**config.mk**
```make
export PLATFORM = sky130hd
export DESIGN_NAME = dmaTransAck
export DESIGN_NICKNAME = d
export VERILOG_FILES = /design/src/dmaPkg.sv /design/src/queueCredits.sv /design/src/opUpdate.sv /design/src/transAckSeq.sv /design/src/dmaTransAck.sv
export VERILOG_INCLUDE_DIRS = /design/src
export SDC_FILE = /design/constraint.sdc
export NUM_CORES = 1
export LEC_CHECK = 0
export ABC_AREA = 1
export BUFFER_PORTS_ARGS = -buffer_cell sky130_fd_sc_hd__clkbuf_2
export CORE_MARGIN = 2
export CORE_UTILIZATION = 59
export CTS_CLUSTER_DIAMETER = 30
export DETAILED_ROUTE_END_ITERATION = 7
export PLACE_DENSITY_LB_ADDON = 0.05
export SLEW_MARGIN = 20
export SYNTH_ARGS = -nofsm -noshare
export SYNTH_HDL_FRONTEND = slang
export SYNTH_SLANG_ARGS = --single-unit
```
**constraint.sdc**
```tcl
create_clock -name clock -period 2.15 [get_ports clock]
set_input_delay 0.1075 -clock clock [delete_from_list [all_inputs] [get_ports clock]]
set_output_delay 0.1075 -clock clock [all_outputs]
set_load 0.02 [all_outputs]
```
**src/dma_consts.svh**
```systemverilog
`ifndef DMA_CONSTS_SVH
`define DMA_CONSTS_SVH

// Address width for source and destination
`define DMA_ADDR_WIDTH 32

// Byte count of a whole transfer
`define DMA_TRAN_SIZE_WIDTH 23

// Byte count of one AXI burst, up to 4 KB
`define DMA_AXI_SIZE_WIDTH 13

// Internal descriptor number
`define DMA_INT_BDS_WIDTH 2

// Queue credits after reset and the counter width
`define DMA_QUEUE_CREDITS 2
`define DMA_CREDIT_WIDTH 2

`endif

```
**src/dmaPkg.sv**
```systemverilog
`include "dma_consts.svh"

package dmaPkg;

    //////////////////////////////////////////////////
    // Encodings
    //////////////////////////////////////////////////

    // Address operation of one side of a transfer
    typedef enum logic [1:0]
    {
        OP_NONE  = 2'd0,
        OP_INCR  = 2'd1,
        OP_FIXED = 2'd2,
        OP_RSVD  = 2'd3
    } addrOp_e;

    // Acknowledge sequencer states
    typedef enum logic [1:0]
    {
        IDLE,
        WAIT_TRANS_RDY,
        WAIT_INT_FETCH
    } ackState_e;

    //////////////////////////////////////////////////
    // Bundles
    //////////////////////////////////////////////////

    // Current operation from the transaction queues
    typedef struct packed
    {
        addrOp_e                         srcOp;
        addrOp_e                         dstOp;
        logic [`DMA_ADDR_WIDTH-1:0]      srcAddr;
        logic [`DMA_ADDR_WIDTH-1:0]      dstAddr;
        logic [`DMA_TRAN_SIZE_WIDTH-1:0] numOfBytes;
    } dmaOp_t;

    // Descriptor flags
    typedef struct packed
    {
        logic                          chain;
        logic                          extDscrptr;
        logic                          extDscrptrNxt;
        logic [`DMA_INT_BDS_WIDTH-1:0] nxtIntDscrptrNum;
    } descInfo_t;

    // Status from the read controller
    typedef struct packed
    {
        logic                           rdyToAck;
        logic                           extDataValid;
        logic [`DMA_AXI_SIZE_WIDTH-1:0] srcAxiNumOfBytes;
    } rdStatus_t;

    // Operation published with the acknowledge
    typedef struct packed
    {
        logic                            extDataValid;
        logic [`DMA_TRAN_SIZE_WIDTH-1:0] numOfBytes;
        logic [`DMA_ADDR_WIDTH-1:0]      srcAddr;
        logic [`DMA_ADDR_WIDTH-1:0]      dstAddr;
    } ackResult_t;

endpackage

```
**src/queueCredits.sv**
```systemverilog
`timescale 1ns/1ps

`include "dma_consts.svh"

module queueCredits
(
    input  logic clock,
    input  logic resetn,
    input  logic creditTake,
    input  logic rdCreditReturn,
    input  logic wrCreditReturn,
    output logic hasCredit
);

    localparam logic [`DMA_CREDIT_WIDTH-1:0] maxCredits =
        `DMA_CREDIT_WIDTH'(`DMA_QUEUE_CREDITS);

    logic [`DMA_CREDIT_WIDTH-1:0] rdCredits;
    logic [`DMA_CREDIT_WIDTH-1:0] wrCredits;

    // One counter step, shared by both queues
    function automatic logic [`DMA_CREDIT_WIDTH-1:0] nextCount
    (
        input logic [`DMA_CREDIT_WIDTH-1:0] count,
        input logic                         take,
        input logic                         giveBack
    );
        logic [`DMA_CREDIT_WIDTH-1:0] next;
        next = count;
        if (take && !giveBack)
        begin
            next = count - 1'b1;
        end
        else if (giveBack && !take && (count != maxCredits))
        begin
            // Saturate at the reset level
            next = count + 1'b1;
        end
        return next;
    endfunction

    always_ff @(posedge clock or negedge resetn)
    begin
        if (!resetn)
        begin
            rdCredits <= maxCredits;
            wrCredits <= maxCredits;
        end
        else
        begin
            rdCredits <= nextCount(rdCredits, creditTake, rdCreditReturn);
            wrCredits <= nextCount(wrCredits, creditTake, wrCreditReturn);
        end
    end

    // Both queues must be able to take another transaction
    assign hasCredit = (rdCredits != '0) && (wrCredits != '0);

endmodule

```
**src/opUpdate.sv**
```systemverilog
`timescale 1ns/1ps

`include "dma_consts.svh"

module opUpdate
(
    input  logic               clock,
    input  logic               resetn,
    input  dmaPkg::dmaOp_t     op,
    input  dmaPkg::descInfo_t  desc,
    input  dmaPkg::rdStatus_t  rdStatus,
    input  logic               resultLoad,
    output logic               chunkDone,
    output dmaPkg::ackResult_t result
);

    import dmaPkg::*;

    logic [`DMA_TRAN_SIZE_WIDTH-1:0] axiBytes;
    logic [`DMA_ADDR_WIDTH-1:0]      axiStep;
    ackResult_t                      nextResult;

    // Burst size widened to the count and address widths
    assign axiBytes = {{(`DMA_TRAN_SIZE_WIDTH - `DMA_AXI_SIZE_WIDTH){1'b0}},
                       rdStatus.srcAxiNumOfBytes};
    assign axiStep  = {{(`DMA_ADDR_WIDTH - `DMA_AXI_SIZE_WIDTH){1'b0}},
                       rdStatus.srcAxiNumOfBytes};

    //////////////////////////////////////////////////
    // Next-chunk operation
    //////////////////////////////////////////////////

    always_comb
    begin
        nextResult.extDataValid = rdStatus.extDataValid;

        // Normal chunk, one burst consumed
        nextResult.numOfBytes = op.numOfBytes - axiBytes;
        if (op.srcOp == OP_INCR)
        begin
            nextResult.srcAddr = op.srcAddr + axiStep;
        end
        else
        begin
            nextResult.srcAddr = op.srcAddr;
        end
        if (op.dstOp == OP_INCR)
        begin
            nextResult.dstAddr = op.dstAddr + axiStep;
        end
        else
        begin
            nextResult.dstAddr = op.dstAddr;
        end
        chunkDone = (op.numOfBytes == axiBytes);

        if (op.srcOp == OP_NONE)
        begin
            // Nothing to move, descriptor is finished
            nextResult.numOfBytes = '0;
            nextResult.srcAddr    = op.srcAddr;
            nextResult.dstAddr    = op.dstAddr;
            chunkDone             = 1'b1;
        end
        else if (desc.extDscrptr && !rdStatus.extDataValid)
        begin
            // No data moved, operation stays as it was
            nextResult.numOfBytes = op.numOfBytes;
            nextResult.srcAddr    = op.srcAddr;
            nextResult.dstAddr    = op.dstAddr;
            chunkDone             = 1'b0;
        end
    end

    // Result holds between acknowledges
    always_ff @(posedge clock or negedge resetn)
    begin
        if (!resetn)
        begin
            result <= '0;
        end
        else if (resultLoad)
        begin
            result <= nextResult;
        end
    end

endmodule

```
**src/transAckSeq.sv**
```systemverilog
`timescale 1ns/1ps

`include "dma_consts.svh"

module transAckSeq
(
    input  logic                          clock,
    input  logic                          resetn,
    input  logic                          doTrans,
    input  logic                          hasCredit,
    input  logic                          rdyToAck,
    input  dmaPkg::descInfo_t             desc,
    input  logic                          chunkDone,
    input  logic                          intFetchAck,
    output logic                          creditTake,
    output logic                          resultLoad,
    output logic                          transAck,
    output logic                          fetchIntDscrptr,
    output logic [`DMA_INT_BDS_WIDTH-1:0] intDscrptrNum
);

    import dmaPkg::*;

    ackState_e state;
    ackState_e nextState;
    logic      fetchNeeded;

    //////////////////////////////////////////////////
    // Handshake decode
    //////////////////////////////////////////////////

    // Admit a new transfer. doTrans is still high during the ack cycle
    assign creditTake = (state == IDLE) && doTrans && hasCredit && !transAck;

    // Read side is ready, publish the next operation
    assign resultLoad = (state == WAIT_TRANS_RDY) && rdyToAck;

    // Chained internal descriptor has finished
    assign fetchNeeded = chunkDone && desc.chain && !desc.extDscrptrNxt;

    // Fetch request is held for the whole wait state
    assign fetchIntDscrptr = (state == WAIT_INT_FETCH);

    //////////////////////////////////////////////////
    // State machine
    //////////////////////////////////////////////////

    always_comb
    begin
        nextState = state;
        case (state)
            IDLE:
            begin
                if (creditTake)
                begin
                    nextState = WAIT_TRANS_RDY;
                end
            end
            WAIT_TRANS_RDY:
            begin
                if (resultLoad)
                begin
                    nextState = fetchNeeded ? WAIT_INT_FETCH : IDLE;
                end
            end
            WAIT_INT_FETCH:
            begin
                if (intFetchAck)
                begin
                    nextState = IDLE;
                end
            end
            default:
            begin
                nextState = IDLE;
            end
        endcase
    end

    always_ff @(posedge clock or negedge resetn)
    begin
        if (!resetn)
        begin
            state    <= IDLE;
            transAck <= 1'b0;
        end
        else
        begin
            state    <= nextState;
            // One-cycle pulse, aligned with the result update
            transAck <= resultLoad;
        end
    end

    // Next descriptor number captured with the acknowledge
    always_ff @(posedge clock or negedge resetn)
    begin
        if (!resetn)
        begin
            intDscrptrNum <= '0;
        end
        else if (resultLoad && fetchNeeded)
        begin
            intDscrptrNum <= desc.nxtIntDscrptrNum;
        end
    end

endmodule

```
**src/dmaTransAck.sv**
```systemverilog
`timescale 1ns/1ps

`include "dma_consts.svh"

module dmaTransAck
(
    input  logic                          clock,
    input  logic                          resetn,
    input  logic                          doTrans,
    input  dmaPkg::dmaOp_t                op,
    input  dmaPkg::descInfo_t             desc,
    input  dmaPkg::rdStatus_t             rdStatus,
    input  logic                          rdCreditReturn,
    input  logic                          wrCreditReturn,
    input  logic                          intFetchAck,
    output logic                          transAck,
    output dmaPkg::ackResult_t            result,
    output logic                          fetchIntDscrptr,
    output logic [`DMA_INT_BDS_WIDTH-1:0] intDscrptrNum
);

    logic hasCredit;
    logic creditTake;
    logic resultLoad;
    logic chunkDone;

    // Queue space tracking
    queueCredits i_credits
    (
        .clock          (clock),
        .resetn         (resetn),
        .creditTake     (creditTake),
        .rdCreditReturn (rdCreditReturn),
        .wrCreditReturn (wrCreditReturn),
        .hasCredit      (hasCredit)
    );

    // Next-chunk datapath
    opUpdate i_opUpdate
    (
        .clock      (clock),
        .resetn     (resetn),
        .op         (op),
        .desc       (desc),
        .rdStatus   (rdStatus),
        .resultLoad (resultLoad),
        .chunkDone  (chunkDone),
        .result     (result)
    );

    // Acknowledge sequencer
    transAckSeq i_seq
    (
        .clock           (clock),
        .resetn          (resetn),
        .doTrans         (doTrans),
        .hasCredit       (hasCredit),
        .rdyToAck        (rdStatus.rdyToAck),
        .desc            (desc),
        .chunkDone       (chunkDone),
        .intFetchAck     (intFetchAck),
        .creditTake      (creditTake),
        .resultLoad      (resultLoad),
        .transAck        (transAck),
        .fetchIntDscrptr (fetchIntDscrptr),
        .intDscrptrNum   (intDscrptrNum)
    );

endmodule

```
== Word-level counts from Yosys, hierarchy flattened ==
Cells that the tools add are included.
Storage, ports and cells
  latch bits: 0
  ROM bits: 0
  output and inout bits: 92
  RAM bits: 0
  memories: 0
  bits in registers: 97
  logic and storage cells: 69
Cells by class
  div/mod/pow operators: 0
  eq/ne operators: 10
  muxes and demuxes: 15
  reductions and logical operators: 28
  multipliers: 0
  shift operators: 0
  add/sub/neg operators: 7
  order comparisons: 0
  bitwise logic cells: 0
Operators with widths (number)
  $mux 87: 2
  $add 32x13->32: 2
  $mux 32: 2
  $eq 23x13->1: 1
  $sub 23x13->23: 1
  $mux 2: 8
  $logic_and 1x1->1: 15
  $ne 2x2->1 const B: 4
  $reduce_bool 2->1: 4
  $eq 2x1->1 const B: 3
  $logic_not 1->1: 6
  $pmux 2 s3: 1
  $add 2x1->2 const B: 2
  $logic_not 2->1: 2
  $sub 2x1->2 const B: 2
  $reduce_and 3->1: 1
  $eq 2x2->1 const B: 1
  $mux 1: 2
  $ne 2x1->1 const B: 1

== Depth between registers and ports, before layout ==
Gate-level depths: netlist (run 1).
  depth after elaboration: 9
  mapped depth: 14

== Cells and area by module ==
Synthesis (run 1) repeated with hierarchy kept, for this count alone.
Second synthesis, totals
  cells, all modules: 1208
  area, all modules: 7777.5 sq um
By module, submodules not included
  opUpdate: area each 7302.0 sq um, cells an instance 1145, times used 1
  queueCredits: area each 241.5 sq um, cells an instance 36, times used 1
  transAckSeq: area each 234.0 sq um, cells an instance 27, times used 1

== Worst setup path after synthesis (run 1) ==
OpenSTA, ideal clock, no wires.
  kind: in2reg
  from: input port op[23] in the netlist's numbering
  to: register, netlist name i_opUpdate.result[16]
  setup slack: 0.571 ns
  stages: 12
  data arrival time: 1.461 ns
  cells stage by stage: ha_1 fa_1 nand3_1 nand3_1 nand2_1 nand3_2 nand2_1 nand2_1 nand2_1 nand2_1 nand3_1 nand2_1
On the way
  word-level cells in the longest chain between the ends: 4
Ends and longest elaborated chain
  start, declared: RTL line dmaTransAck.sv:10  | input dmaPkg::dmaOp_t op,
  $add 32x13->32: RTL line opUpdate.sv:49  | nextResult.dstAddr = op.dstAddr + axiStep;
  $mux 32: RTL line opUpdate.sv:47  | if (op.dstOp == OP_INCR)
  $mux 87: RTL line opUpdate.sv:65  | else if (desc.extDscrptr && !rdStatus.extDataValid)
  $mux 87: RTL line opUpdate.sv:57  | if (op.srcOp == OP_NONE)
Every way passes these cells.
A chain may end at the register's enable or synchronous reset.

== Worst setup path in the final report (run 1) ==
  from: register i_seq.state[1]
  to: register, netlist name i_opUpdate.result[65]
On the way
  word-level cells in the longest chain between the ends: 2
Ends and longest elaborated chain
  start, declared: RTL line transAckSeq.sv:24  | ackState_e state;
  start signal, assigned: RTL line transAckSeq.sv:89  | state <= nextState;
  $eq 2x1->1: RTL line transAckSeq.sv:36  | assign resultLoad = (state == WAIT_TRANS_RDY) && rdyToAck;
  $logic_and 1x1->1: RTL line transAckSeq.sv:36
Every way passes these cells.

==> reports/metrics.csv, run 1 <==
metric,value,unit
status,"complete, no violations",
maximum clock rate,0.608,GHz
clk root buf,clkbuf_16,
CP Data Arrival Time,1.91,ns
Gate Count Post-Synth,1289,
CP Max Fanout,12,
post_cts resized,0,
CP endpoint kind,flip-flop,
"Clk Latency, worst-skew pair",0.36,ns
syn nets,1448,
CTS tree,built,
drt total wl,24.7,mm
sequential share of the synthesized area,0.297,
setup TNS,0,ns
die height,122,µm
remaining global-route overflow,0,
total CTS buffers,9,
gr usage total,0.333,
Worst-path clk slew,0.08,ns
Synth top area share,0.290,
Clock Skew,0.00645,ns
worst r2r src,i_seq.state[1],
"Hold Vio Cnt, Final",0,
Vias,9177,
Setup-failing EPs final,0,
clk sinks,97,
leakage,5.55,nW
placed instance area,9490,µm²
DR WL/cell,14.6,µm
"Req. time, crit path",2.41,ns
first drt pass iteration count,5,
Register Area,2430,µm²
H-Tree Depth,3,
clk buf depth,2,
VDD IR max,0.677,mV
number of synthesized flops with an enable pin,0,
placed cell count,1665,
Nets,1659,
via/cell ratio,5.45,
Final ANT Viol Nets,0,
number of port buffers,208,
Synth top cells by count,"nand2_1, inv_1, nand3_1",
most common cell in the netlist,nand2_1,
routability-driven placement congestion ratio,1.00,
ys async rst share,1.00,
hpwl dp,19.4,mm
Synth Area per Inst,6.36,µm²
multi-input logic area,4980,µm²
HP Class,input port to flip-flop,
drt drc,0,
Die X,122,µm
Final Cycle Share,0.765,
largest net degree at the start of global routing,49,
Worst Max-Slew Pin Slew,0.575,ns
min cycle time layout,1.64,ns
main area contributors after synthesis,"dfrtp_1, nand2_1, nand3_1, inv_1, ha_1",
max_cap viols,0,
layout cells sized above 1,0.211,
Synth Register Bits,97,
Slew Limit Headroom,0.616,
Core ar.,13700,µm²
Area Growth Syn to Fin,19.7,%
antenna violations before repair,0,
number of diodes,0,
"area leader, netlist",dfrtp_1,
Final Util,0.715,
Die Area,14800,µm²
Ports,209,
cell area after synthesis,8190,µm²
Max Slew Vio Count,0,
yosys warns,0,
layout filler cell count,1259,
startpoint type of the worst setup path,flip-flop,
HP Start,op[2],
Rows,43,
post-synthesis cell type count,47,
final setup margin,0.505,ns
commonest register cell after synthesis,dfrtp_1,
dpl ws,0.226,ns
1st-iter DRT viols,591,
final instance area,9810,µm²
critical path startpoint,i_seq.state[1],
RSZ-0062 raised after global routing,no,
pwr/cell area,930,nW/µm²
first-pass GRT wire length,39.4,mm
Non-Filler Instances,1685,
vias in the first global route,8360,
Setup CP Type,flip-flop to flip-flop,
Starting Density,0.597,
[kinds of logic after synthesis]
logic type / after synthesis / share of synthesized area
AND/OR/NAND/NOR: 819 / 0.441
buffers and inverters: 202 / 0.0967
AO/OA/AOI/OAI: 112 / 0.0805
flip-flops: 97 / 0.297
adder cells (fa/ha/maj): 42 / 0.0669
XOR/XNOR: 17 / 0.0182
[registers in the layout (all words and copies together), names as in the netlist]
| register | flops |
|---|---|
| i_credits.rdCredits | 2 |
| i_credits.wrCredits | 2 |
| i_opUpdate.result | 88 |
| i_seq.intDscrptrNum | 2 |
| i_seq.state | 2 |
| i_seq.transAck | 1 |
[area by class of cell]
| class | instances | share of cell area |
|---|---|---|
| well taps | 180 | 0.0230 |
| inverters | 173 | 0.0662 |
| clock buffers | 9 | 0.0230 |
| clock inverters | 7 | 0.00612 |
| repair buffers | 229 | 0.126 |
| flip-flops and latches | 97 | 0.248 |
| multi-input cells | 990 | 0.508 |
[path summary, 6_finish.rpt]
kind,endpoint,slack [ns],cells past startpoint
setup / recovery,i_opUpdate.result[65],0.51,5
hold / removal,i_opUpdate.result[66],0.02,3
setup reg to reg,i_opUpdate.result[65],0.51,5
hold reg to reg,i_opUpdate.result[77],0.48,2
max in group asynchronous,i_credits.wrCredits[1],1.20,3
min in group asynchronous,i_opUpdate.result[73],0.28,2
[routing by layer]
metal	vias to the layer above	global-route usage	wire length, µm
met1	4171	0.415	10200
met4	0	0.130	833
met2	373	0.581	11900
met5	-	0	0
li1	4566	-	-
met3	67	0.0496	1770
[per-stage QoR]
stage          hold slack (ns)  power [W]
2_1_floorplan           -0.188    0.00591
3_3_place_gp             0.123    0.00741
3_5_place_dp             0.142    0.00751
4_1_cts                0.00637    0.00915
5_1_grt                 0.0266    0.00976
6_report                0.0186    0.00912
[worst max-delay path, stage by stage (launching register included)]
cell	delay [ns]
dfrtp_1	0.40
inv_2	0.10
nand3_4	0.10
nor2_2	0.43
inv_1	0.25
o31ai_1	0.26
[repair_timing]
| item | CTS | global route |
|---|---|---|
| hold endpoints to repair | 39 | 0 |
| hold buffers | 4 | 0 |
| buffers inserted | 0 | 0 |
[where the power goes]
part	switching (W)	internal (W)	total [W]
sequential	0.000482	0.00267	0.00315
combinational	0.00290	0.00147	0.00436
clock	0.000801	0.000807	0.00161
[cells in the final DEF, fill, tap and decap left out, drive strengths merged]
cell	count
dfrtp	95
dlygate4sd3	4
inv	177
nand2	479
nand3b	5
clkinvlp	3
a22oi	1
or2	9
and2	3
o21a	3
a21oi	37
xnor2	3
a21boi	2
nor2	106
nand3	152
xor2	14
dfstp	2
a21o	2
nor3b	3
o21bai	4
buf	18
o31ai	4
nor3	30
clkbuf	216
o211ai	4
nand4	30
fa	3
nor4	2
ha	39
o21ai	49
a31oi	1
a2bb2oi	5
Power figures use the tool's default switching activity.
==> run 2, diff against run 1 <==
ABC_AREA = 0   (was 1)
CORE_UTILIZATION = 52   (was 59)
clock period = 1.7 ns   (was 2.15 ns; I/O delays follow)
==> reports/metrics.csv, run 2 <==
metric,value,unit
drt drc,0,
violated checks,"negative hold slack, negative setup slack",
first-pass GRT wire length,35.7,mm
Nets,1323,
most common cell in the netlist,nand2_1,
drt total wl,24.0,mm
CP Data Arrival Time,2.28,ns
Rows,41,
Ports,209,
startpoint type of the worst setup path,input port,
Hold WS,-0.0240,ns
Synth Area per Inst,8.41,µm²
combinational group share of total power,0.490,
CP max-delay cell,fa_2,
Die Area,13800,µm²
first drt pass iteration count,5,
final setup margin,-0.320,ns
Synth Register Bits,97,
largest net degree at the start of global routing,45,
max reg flops,88,
CP Max Fanout,5,
die height,118,µm
r2r endpoint,i_opUpdate.result[65],
dpl ws,-0.621,ns
ys async rst share,1.00,
DR WL/cell,17.9,µm
R2R cell count,6,
vias in the first global route,7352,
VDD IR max,0.769,mV
Max Slew Vio Count,0,
crit-path cells,"clkbuf_16, inv_12, ha_4, inv_2, fa_2, a21o_1, a221oi_4, a211oi_2, o21ai_1, buf_4, nand3b_1, xor2_1, o31ai_1",
min cycle time layout,2.02,ns
sequential share of the synthesized area,0.363,
number of diodes,0,
worst r2r src,i_seq.state[1],
setup TNS,-2.97,ns
routability-driven placement congestion ratio,0.953,
"Hold Vio Cnt, Final",1,
HP Start,desc[1],
Worst Hold End,i_seq.intDscrptrNum[1],
clk sinks,97,
slack of the worst reg-to-reg path,-0.02,ns
maximum clock rate,0.495,GHz
CTS tree,built,
Setup CP Type,input port to flip-flop,
most frequent cells in the layout,"clkbuf_2, buf_4, nand2_1, dfrtp_1, nor2_1",
H-Tree Depth,3,
Post-Route M1 WL,9.89,mm
Synth top cells by count,"nand2_1, dfrtp_1, o21ai_0",
Clock power frac,0.184,
Met2 Wirelength,11.8,mm
Clock Skew,0.00636,ns
max_cap viols,0,
status,finished with violations,
"Clk Latency, worst-skew pair",0.36,ns
HP Class,input port to flip-flop,
switching power,0.00528,W
post-synthesis cell type count,56,
Die X,118,µm
Vias,7593,
commonest register cell after synthesis,dfrtp_1,
Area Growth Syn to Fin,60.8,%
placed cell count,1289,
# hold bufs at CTS,7,
Biggest register,i_opUpdate.result,
hold depth,2,
top layer reached by signal wires,met4,
number of synthesized flops with an enable pin,0,
hpwl dp,16.3,mm
Final Cycle Share,1.19,
antenna violations before repair,0,
number of port buffers,208,
pwr/cell area,1150,nW/µm²
Worst-path clk slew,0.07,ns
Tot Pwr,0.0124,W
Worst Max-Slew Pin Slew,0.516,ns
clk buf depth,2,
WL met3,1.63,mm
Starting Density,0.531,
Non-Filler Instances,1341,
cell area after synthesis,6700,µm²
syn nets,956,
1st-iter DRT viols,538,
main area contributors after synthesis,"dfrtp_1, ha_1, nand2_1, o21ai_0, xor2_1",
clk root buf,clkbuf_16,
layout cells sized above 1,0.454,
Setup-failing EPs final,28,
total CTS buffers,9,
Gate Count Post-Synth,797,
"area leader, netlist",dfrtp_1,
leakage,5.08,nW
Core ar.,12600,µm²
"Req. time, crit path",1.96,ns
via/cell ratio,5.66,
Sw Ratio,0.427,
Synth top area share,0.355,
Slew Limit Headroom,0.656,
sequential share of power,0.325,
RSZ-0062 raised after global routing,yes,
remaining global-route overflow,0,
Final ANT Viol Nets,0,
cell internal pwr,0.00709,W
crit-path max cell delay,0.35,ns
yosys warns,0,
"commonest non-fill, non-tap cell in the layout",clkbuf_2,
CP endpoint kind,flip-flop,
gr usage total,0.321,
## run 2: cell types whose count changed in the layout (fill, tap and decap cells not counted), moves of 27 or more
cell and delta:
nand2_1 -340, buf_4 +141, inv_1 -134, nand3_1 -120, nor2_1 -43, xnor2_1 +27
## run 2: cells by family after synthesis
kind of cell / after synthesis / synth area share
AND/OR/NAND/NOR: 304 / 0.220
AO/OA/AOI/OAI: 217 / 0.195
flip-flops: 97 / 0.363
XOR/XNOR: 76 / 0.0993
buffers and inverters: 54 / 0.0314
adder cells (fa/ha/maj): 42 / 0.0818
multiplexers: 7 / 0.0108
## run 2: worst max-delay path by stage
stage / slack (ns) / cells past startpoint / end / startpoint
after CTS: -0.24 / 8 / i_seq.intDscrptrNum[1] / desc[3]
after floorplan: -0.44 / 8 / i_seq.intDscrptrNum[0] / desc[3]
final: -0.32 / 13 / i_opUpdate.result[80] / op[0]
after global routing: -0.33 / 13 / i_opUpdate.result[80] / op[0]
after detailed placement: -0.62 / 8 / i_seq.intDscrptrNum[1] / desc[3]
after global placement: -0.54 / 8 / i_seq.intDscrptrNum[1] / desc[3]
## run 2: power groups by stage
stage / Combinational [W] / Clock, W / Sequential [W]
5_1_grt: 0.00655 / 0.00242 / 0.00416
4_1_cts: 0.00571 / 0.00229 / 0.00401
2_1_floorplan: 0.00206 / 0 / 0.00520
3_5_place_dp: 0.00551 / 0 / 0.00404
6_report: 0.00607 / 0.00228 / 0.00403
3_3_place_gp: 0.00542 / 0 / 0.00400
## run 2: timing repair
action / 4_1_cts / 5_1_grt
gates cloned: 1 / 1
hold endpoints to repair: 39 / 1
endpoints found under the setup margin: 47 / 76
setup buffers: 21 / 12
pin swaps: 32 / 64
gates resized for setup: 40 / 116
## run 2: cell type report
class | instances | area (µm²)
timing repair buffer | 386 | 2620
fill | 726 | 1840
clock inverter | 6 | 91.3
clock buffer | 10 | 239
sequential | 97 | 2430
multi-input combinational | 647 | 5090
tap | 172 | 215
inverter | 23 | 98.8
## run 2: routing by layer
| layer | track usage | up-vias |
|---|---|---|
| met5 | 0 | - |
| met4 | 0.127 | 0 |
| met3 | 0.0562 | 57 |
| met2 | 0.541 | 316 |
| met1 | 0.410 | 3636 |
| li1 | - | 3584 |
## run 2: metrics by stage
step	cell area (µm²)	util	hold slack, ns
finish	10800	0.854	-0.0240
global route	10800	0.854	-0.0315
CTS	10200	0.809	-0.0222
detailed placement	9420	0.747	0.0902
global placement	9420	0.747	0.0916
floorplan	7140	-	-0.211
## run 2: critical path, delay by kind of cell
family / cells / cell delay, ns
buf+inv: 4 / 0.39
compound gates: 5 / 0.99
simple gates: 1 / 0.14
fa+ha+maj: 2 / 0.48
xor+xnor: 1 / 0.18
